$ cat src/source/gba_sound_pkg.sv
package gba_sound_pkg;

    typedef logic [3:0] sound_addr_t;

    localparam sound_addr_t ADDR_SQ_CTRL  = 4'h0;
    localparam sound_addr_t ADDR_SQ_FREQ  = 4'h2;
    localparam sound_addr_t ADDR_SND_CTRL = 4'h4;
    localparam sound_addr_t ADDR_FIFO_A   = 4'h8;

    // square duty and volume, laid out like SOUND1CNT_H
    typedef struct packed {
        logic [3:0] volume;
        logic [3:0] rsvd_hi;
        logic [1:0] duty;
        logic [5:0] rsvd_lo;
    } sq_ctrl_t;

    // master volume and per-side enables
    typedef struct packed {
        logic [7:0] rsvd;
        logic       ds_full;
        logic       ds_left;
        logic       ds_right;
        logic       sq_left;
        logic       sq_right;
        logic [2:0] master_vol;
    } snd_ctrl_t;

    typedef union packed {
        sq_ctrl_t  sq;
        snd_ctrl_t snd;
    } reg_word_u;

    typedef logic signed [15:0] sample_t;

    localparam int SQ_LEVEL_SCALE = 4;

endpackage

$ cat src/source/sound_cfg_if.sv
`timescale 1ns/100ps

interface sound_cfg_if;
    import gba_sound_pkg::*;

    // square channel fields
    logic [1:0]  sq_duty;
    logic [3:0]  sq_volume;
    logic [10:0] sq_freq;
    logic        sq_trigger;

    snd_ctrl_t   snd_ctrl;

    // two samples per write, low byte plays first
    logic        fifo_wr;
    logic [15:0] fifo_wdata;

    modport decoder (
        output sq_duty,
        output sq_volume,
        output sq_freq,
        output sq_trigger,
        output snd_ctrl,
        output fifo_wr,
        output fifo_wdata
    );

    modport square (
        input sq_duty,
        input sq_volume,
        input sq_freq,
        input sq_trigger
    );

    modport fifo (input fifo_wr, input fifo_wdata);

    modport mixer (input snd_ctrl);

endinterface

$ cat src/source/direct_sound_fifo.sv
`timescale 1ns/100ps

module direct_sound_fifo #(
    parameter int FIFO_DEPTH = 8
) (
    input  logic              clk_100,
    input  logic              rst_n,
    sound_cfg_if.fifo         cfg,
    input  logic              pop,
    output logic signed [7:0] sample,
    output logic              req
);

    localparam int PTR_W = $clog2(FIFO_DEPTH);
    localparam int CNT_W = $clog2(FIFO_DEPTH + 1);

    logic signed [7:0] mem [FIFO_DEPTH];
    logic [PTR_W-1:0]  wr_ptr;
    logic [PTR_W-1:0]  rd_ptr;
    logic [CNT_W-1:0]  count;
    logic              head_valid_q;
    logic              push;
    logic              pop_ok;

    function automatic logic [PTR_W-1:0] next_ptr(input logic [PTR_W-1:0] ptr);
        if (ptr == PTR_W'(FIFO_DEPTH - 1)) begin
            return '0;
        end else begin
            return ptr + 1'b1;
        end
    endfunction

    // a write needs room for both bytes
    assign push = cfg.fifo_wr && (count <= CNT_W'(FIFO_DEPTH - 2));

    // mixer captured the head a cycle before it pops, so only pop
    // if something was there then
    assign pop_ok = pop && head_valid_q;

    always_ff @(posedge clk_100) begin
        if (!rst_n) begin
            wr_ptr       <= '0;
            rd_ptr       <= '0;
            count        <= '0;
            head_valid_q <= 1'b0;
        end else begin
            head_valid_q <= (count != '0);
            if (push) begin
                wr_ptr <= next_ptr(next_ptr(wr_ptr));
            end
            if (pop_ok) begin
                rd_ptr <= next_ptr(rd_ptr);
            end
            count <= count + (push ? CNT_W'(2) : CNT_W'(0)) - (pop_ok ? CNT_W'(1) : CNT_W'(0));
        end
    end

    always_ff @(posedge clk_100) begin
        if (push) begin
            mem[wr_ptr]           <= cfg.fifo_wdata[7:0];
            mem[next_ptr(wr_ptr)] <= cfg.fifo_wdata[15:8];
        end
    end

    assign sample = (count != '0) ? mem[rd_ptr] : '0;
    assign req    = (count <= CNT_W'(FIFO_DEPTH / 2));

endmodule

$ cat src/source/gba_sound_top.sv
`timescale 1ns/100ps

module gba_sound_top #(
    parameter int SAMPLE_DIV = 64,
    parameter int CREDITS    = 4,
    parameter int FIFO_DEPTH = 8
) (
    input  logic                       clk_100,
    input  logic                       rst_n,
    input  logic                       reg_wr,
    input  gba_sound_pkg::sound_addr_t reg_addr,
    input  logic [15:0]                reg_wdata,
    input  logic                       credit_return,
    output logic                       sample_valid,
    output gba_sound_pkg::sample_t     sample_l,
    output gba_sound_pkg::sample_t     sample_r,
    output logic                       fifo_req
);

    logic signed [5:0] sq_level;
    logic signed [7:0] ds_sample;
    logic              pop;

    sound_cfg_if cfg_if ();

    sound_reg_decode decode_i (
        .clk_100   (clk_100),
        .rst_n     (rst_n),
        .reg_wr    (reg_wr),
        .reg_addr  (reg_addr),
        .reg_wdata (reg_wdata),
        .cfg       (cfg_if.decoder)
    );

    square_channel square_i (
        .clk_100 (clk_100),
        .rst_n   (rst_n),
        .cfg     (cfg_if.square),
        .level   (sq_level)
    );

    direct_sound_fifo #(.FIFO_DEPTH(FIFO_DEPTH)) fifo_a_i (
        .clk_100 (clk_100),
        .rst_n   (rst_n),
        .cfg     (cfg_if.fifo),
        .pop     (pop),
        .sample  (ds_sample),
        .req     (fifo_req)
    );

    sound_mixer #(.SAMPLE_DIV(SAMPLE_DIV), .CREDITS(CREDITS)) mixer_i (
        .clk_100       (clk_100),
        .rst_n         (rst_n),
        .cfg           (cfg_if.mixer),
        .sq_level      (sq_level),
        .ds_sample     (ds_sample),
        .credit_return (credit_return),
        .pop           (pop),
        .sample_valid  (sample_valid),
        .sample_l      (sample_l),
        .sample_r      (sample_r)
    );

endmodule

$ cat src/source/sound_mixer.sv
`timescale 1ns/100ps

module sound_mixer #(
    parameter int SAMPLE_DIV = 64,
    parameter int CREDITS    = 4
) (
    input  logic                   clk_100,
    input  logic                   rst_n,
    sound_cfg_if.mixer             cfg,
    input  logic signed [5:0]      sq_level,
    input  logic signed [7:0]      ds_sample,
    input  logic                   credit_return,
    output logic                   pop,
    output logic                   sample_valid,
    output gba_sound_pkg::sample_t sample_l,
    output gba_sound_pkg::sample_t sample_r
);
    import gba_sound_pkg::*;

    localparam int DIV_W  = $clog2(SAMPLE_DIV);
    localparam int CRED_W = $clog2(CREDITS + 1);

    logic [DIV_W-1:0]  div_cnt;
    logic              tick;
    logic              pending;
    logic              fire;
    logic [CRED_W-1:0] credit_cnt;

    function automatic sample_t mix_side(input logic sq_en, input logic ds_en);
        sample_t sq_term;
        sample_t ds_term;
        sample_t vol_mult;
        vol_mult = sample_t'({1'b0, cfg.snd_ctrl.master_vol}) + 16'sd1;
        sq_term  = sq_en ? (sample_t'(sq_level) <<< SQ_LEVEL_SCALE) : '0;
        sq_term  = (sq_term * vol_mult) >>> 1;
        ds_term  = '0;
        if (ds_en) begin
            ds_term = sample_t'(ds_sample) <<< (cfg.snd_ctrl.ds_full ? 3 : 2);
        end
        return sq_term + ds_term;
    endfunction

    assign tick = (div_cnt == DIV_W'(SAMPLE_DIV - 1));

    // a returning credit can be spent in the same cycle
    assign fire = (tick || pending) && ((credit_cnt != '0) || credit_return);

    always_ff @(posedge clk_100) begin
        if (!rst_n) begin
            div_cnt      <= '0;
            pending      <= 1'b0;
            sample_valid <= 1'b0;
            credit_cnt   <= CRED_W'(CREDITS);
        end else begin
            div_cnt      <= tick ? '0 : div_cnt + 1'b1;
            // extra ticks while waiting are dropped
            pending      <= (tick || pending) && !fire;
            sample_valid <= fire;
            case ({fire, credit_return})
                2'b10: credit_cnt <= credit_cnt - 1'b1;
                2'b01: begin
                    if (credit_cnt != CRED_W'(CREDITS)) begin
                        credit_cnt <= credit_cnt + 1'b1;
                    end
                end
                default: begin
                end
            endcase
        end
    end

    // held until the next sample goes out
    always_ff @(posedge clk_100) begin
        if (fire) begin
            sample_l <= mix_side(cfg.snd_ctrl.sq_left, cfg.snd_ctrl.ds_left);
            sample_r <= mix_side(cfg.snd_ctrl.sq_right, cfg.snd_ctrl.ds_right);
        end
    end

    assign pop = sample_valid;

endmodule

$ cat src/source/sound_reg_decode.sv
`timescale 1ns/100ps

module sound_reg_decode (
    input  logic                       clk_100,
    input  logic                       rst_n,
    input  logic                       reg_wr,
    input  gba_sound_pkg::sound_addr_t reg_addr,
    input  logic [15:0]                reg_wdata,
    sound_cfg_if.decoder               cfg
);
    import gba_sound_pkg::*;

    reg_word_u   word;
    sq_ctrl_t    sq_ctrl_q;
    logic [10:0] sq_freq_q;
    logic        trigger_q;
    snd_ctrl_t   snd_ctrl_q;

    // same data word, read per address
    assign word = reg_wdata;

    always_ff @(posedge clk_100) begin
        if (!rst_n) begin
            sq_ctrl_q  <= '0;
            sq_freq_q  <= '0;
            trigger_q  <= 1'b0;
            snd_ctrl_q <= '0;
        end else begin
            trigger_q <= 1'b0;
            if (reg_wr) begin
                case (reg_addr)
                    ADDR_SQ_CTRL: begin
                        sq_ctrl_q <= word.sq;
                    end
                    ADDR_SQ_FREQ: begin
                        sq_freq_q <= reg_wdata[10:0];
                        // bit 15 restarts the tone
                        trigger_q <= reg_wdata[15];
                    end
                    ADDR_SND_CTRL: begin
                        snd_ctrl_q <= word.snd;
                    end
                    default: begin
                    end
                endcase
            end
        end
    end

    assign cfg.sq_duty    = sq_ctrl_q.duty;
    assign cfg.sq_volume  = sq_ctrl_q.volume;
    assign cfg.sq_freq    = sq_freq_q;
    assign cfg.sq_trigger = trigger_q;
    assign cfg.snd_ctrl   = snd_ctrl_q;

    // fifo stores on this same edge, so pass straight through
    assign cfg.fifo_wr    = reg_wr && (reg_addr == ADDR_FIFO_A);
    assign cfg.fifo_wdata = reg_wdata;

endmodule

$ cat src/source/square_channel.sv
`timescale 1ns/100ps

module square_channel (
    input  logic              clk_100,
    input  logic              rst_n,
    sound_cfg_if.square       cfg,
    output logic signed [5:0] level
);

    logic        active;
    logic [11:0] timer;
    logic [2:0]  pos;
    logic [11:0] reload;
    logic [7:0]  pattern;
    logic        duty_high;

    // period in clocks is 2048 - freq
    assign reload = 12'd2048 - {1'b0, cfg.sq_freq};

    always_comb begin
        case (cfg.sq_duty)
            2'd0:    pattern = 8'b0000_0001;
            2'd1:    pattern = 8'b1000_0001;
            2'd2:    pattern = 8'b1000_0111;
            default: pattern = 8'b0111_1110;
        endcase
    end

    assign duty_high = pattern[pos];

    always_ff @(posedge clk_100) begin
        if (!rst_n) begin
            active <= 1'b0;
            timer  <= '0;
            pos    <= '0;
        end else if (cfg.sq_trigger) begin
            active <= 1'b1;
            timer  <= reload;
            pos    <= '0;
        end else if (active) begin
            if (timer == 12'd1) begin
                timer <= reload;
                pos   <= pos + 3'd1;
            end else begin
                timer <= timer - 12'd1;
            end
        end
    end

    // silent until first trigger
    always_comb begin
        if (!active) begin
            level = '0;
        end else if (duty_high) begin
            level = $signed({2'b00, cfg.sq_volume});
        end else begin
            level = -$signed({2'b00, cfg.sq_volume});
        end
    end

endmodule
$ cat config.mk
export PLATFORM = sky130hd
export DESIGN_NAME = gba_sound_top
export DESIGN_NICKNAME = d
export VERILOG_FILES = /design/src/source/gba_sound_pkg.sv /design/src/source/sound_cfg_if.sv /design/src/source/direct_sound_fifo.sv /design/src/source/gba_sound_top.sv /design/src/source/sound_mixer.sv /design/src/source/sound_reg_decode.sv /design/src/source/square_channel.sv
export SDC_FILE = /design/constraint.sdc
export NUM_CORES = 1
export LEC_CHECK = 0
export ABC_AREA = 1
export ABC_CLOCK_PERIOD_IN_PS = 6900
export BUFFER_PORTS_ARGS = -buffer_cell sky130_fd_sc_hd__buf_2
export CORE_MARGIN = 2
export CORE_UTILIZATION = 60
export DETAILED_ROUTE_END_ITERATION = 16
export GPL_TIMING_DRIVEN = 0
export PLACE_DENSITY = 0.78
export SYNTH_ARGS = -nofsm -noshare
export SYNTH_HDL_FRONTEND = slang
export SYNTH_HIERARCHICAL = 1
export SYNTH_SLANG_ARGS = --single-unit
$ cat constraint.sdc
create_clock -name clk_100 -period 6.9 [get_ports clk_100]
set_input_delay 0.69 -clock clk_100 [delete_from_list [all_inputs] [get_ports clk_100]]
set_output_delay 0.69 -clock clk_100 [all_outputs]
set_load 0.01 [all_outputs]
==> impl_metrics.yaml <==
global_routing:
  grt_usage_pct: 26.24
  grt_max_degree: 29
  grtUsageMet3_pct: 3.333
  met2_usage_pct: 43.42
  antenna_found_initial: 0
  grt_pass1_wl_um: 46130
  top_usage_layer: "met2"
  grt_pass1_vias: 9969
  overflow: 0
  use_met1_pct: 35.95
setup_path:
  ff2ff_path_depth: 27
  startpoint: "decode_i/cfg.sq_duty[0]"
  regToRegEndpoint: "mixer_i/sample_r[14]"
  endpoint_kind: "flip-flop"
  rrSetupSlack_ns: 1.61
  critPathArrivalTime_ns: 5.47
  cp_max_fo: 5
  critPathKind: "flip-flop to flip-flop"
  critPathRequiredTime_ns: 7.08
  cp-start-kind: "flip-flop"
  worstReg2RegStart: "decode_i/cfg.sq_duty[0]"
  critPathCapture: "mixer_i/sample_r[14]"
route:
  vias_per_cell: 5.226
  first_pass_iters: 5
  vias: 10780
  route.antenna.remaining_nets: 0
  wl_per_cell_um: 13.56
  wl_um: 27960
  drc_errors: 0
  drt_iter0_markers: 912
finish:
  drive_above_1_share_pct: 11.10
  nets: 1923
  finalCoreUtilization_pct: 66.86
  area_delta_synth_final_pct: 9.312
  antenna_cells: 0
  fillers: 1788
synth:
  synth.avg_cell_area_um2: 7.254
  postSynthCellCount: 1706
  syn-cell-area_um2: 12380
  ys_warn_count: 6
pwr:
  vdd.ir_drop.worst_mv: 0.1742
  pwr-share-clk_pct: 41.1
  p_leak_nw: 7.214
  p_seq_share_pct: 47.5
  p_switching_w: 0.0005929
  p_int_w: 0.001575
  p_sw_share_pct: 27.34
  finalPower_w: 0.002168
  p_comb_share_pct: 11.4
  powerDensity_nw_per_um2: 160.3
sta:
  rsz0062_at_grt: "false"
  drv_slew: 0
  fmax_mhz: 189.1
  post-route-min-period_ns: 5.290
  finalHoldViolCount: 0
  fin_ws_ns: 1.610
  setup-violations-final: 0
  worstMarginPinSlew_ns: 1.268
  skew_ns: 0.01236
  slew_headroom_pct: 14.58
  finalSetupTns_ns: 0
  period_share_pct: 76.66
min_path:
  min_path_type: "flip-flop to flip-flop"
  hold_path_depth: 1
floorplanning:
  num_io_pins: 58
  die_h_um: 147.6
  coreArea_um2: 20230
  start_util_pct: 61.16
  dieWidth_um: 147.6
  fp-row-count: 52
  die_area_um2: 21790
placed_design:
  globalplace.congestion: 0.9359
  pre_cts_ws_ns: 1.644
  post-dp-hpwl_um: 21880
  port_buffers: 51
clock_network:
  cts_resized: 0
  clock-root-buffer: "clkbuf_16"
  cts_max_level: 4
  hold_buffers: 0
  post_cts.repair.setup_buffers: 0
  clock_path_buffers: 2
  clk_pin_slew_ns: 0.07
  cts_sinks: 159
  cts_buffers: 17
  insertion_delay_ns: 0.43
  cts_tree: "done"
run:
  maxCapViolations: 0
run_status:
  status: "finished, final reports clean"
-- routing by layer --
layer / up-vias / part of all wire [%] / wire length [µm]
met5: - / 0 / 0
met4: 0 / 2.2 / 616
met3: 47 / 6.1 / 1693
met2: 369 / 47 / 13140
met1: 4889 / 45 / 12520
li1: 5470 / - / -
-- through the flow --
stage / hold WS [ns] / area (µm²) / std cells
finish: 0.4534 / 13530 / 2062
global route: 0.4770 / 13530 / 2062
CTS: 0.4548 / 13530 / 2062
detailed placement: 0.4380 / 12980 / 2030
global placement: 0.4331 / 12980 / 2030
floorplan: 0.4175 / 12390 / 1709
-- placed cells by master (no fill, tap or decap), types with 7 or more instances in the layout --
master,n
a21oi_1,41
a31oi_1,9
buf_2,75
buf_4,27
clkbuf_1,17
clkbuf_16,17
dfxtp_1,67
edfxtp_1,92
fa_1,32
ha_1,88
inv_1,269
inv_2,7
inv_6,8
nand2_1,494
nand2_2,9
nand2_4,9
nand3_1,148
nand4_1,30
nor2_1,192
nor2_2,11
nor2_4,14
nor3_1,13
o21ai_0,19
o21ai_1,11
xor2_1,35
-- power groups by stage --
stage	Sequential, W	Combinational, W	Clock, W
finish	0.00103	0.000247	0.000891
detailed placement	0.00105	0.000242	0
floorplan	0.00105	0.000178	0
CTS	0.00103	0.000243	0.000906
global route	0.00103	0.000276	0.000936
global placement	0.00105	0.000234	0
-- how the worst min path moves through the flow --
stage,from,end
after floorplan,mixer_i/div_cnt[0],mixer_i/div_cnt[0]
final,mixer_i/div_cnt[0],mixer_i/div_cnt[0]
after detailed placement,mixer_i/div_cnt[0],mixer_i/div_cnt[0]
after global placement,mixer_i/div_cnt[0],mixer_i/div_cnt[0]
after CTS,mixer_i/div_cnt[0],mixer_i/div_cnt[0]
after global routing,mixer_i/div_cnt[0],mixer_i/div_cnt[0]
-- layout make-up --
type / instances / area, µm² / area share [%]
multi-input combinational: 1196 / 6782 / 50.13
inverter: 278 / 1046 / 7.732
clock inverter: 14 / 118.9 / 0.8787
clock buffer: 18 / 429.2 / 3.172
sequential: 159 / 4104 / 30.34
timing repair buffer: 51 / 255.2 / 1.887
tap: 270 / 337.8 / 2.497
buffer: 76 / 455.4 / 3.367
-- registers in the layout, indices dropped and copies added, names as in the netlist, 4 cells and up, named ones only --
signal,count
mixer_i/sample_r,14
decode_i/cfg.sq_volume,4
mixer_i/sample_l,14
fifo_a_i/mem,64
square_i/timer,12
decode_i/cfg.sq_freq,11
decode_i/cfg.snd_ctrl,8
mixer_i/div_cnt,6
fifo_a_i/count,4
-- critical path: stages (launching register included) --
cell      delay, ns
dfxtp_1        0.35
inv_1          0.05
ha_1           0.28
nand3_1        0.07
nand3_1        0.09
nand2_1        0.10
o21ai_0        0.16
nand2_1        0.06
nor2_1         0.20
nand2_1        0.17
nor2_1         0.15
ha_1           0.26
fa_1           0.55
inv_1          0.05
fa_1           0.49
inv_1          0.04
ha_1           0.34
a21oi_1        0.18
nand2_1        0.13
a21oi_1        0.17
xor2_1         0.20
ha_1           0.32
a21oi_1        0.21
o21bai_1       0.08
a21oi_1        0.16
nand2_1        0.07
nand2_1        0.06
nand2_1        0.05
Note: power is estimated with default switching activity, not from simulation.
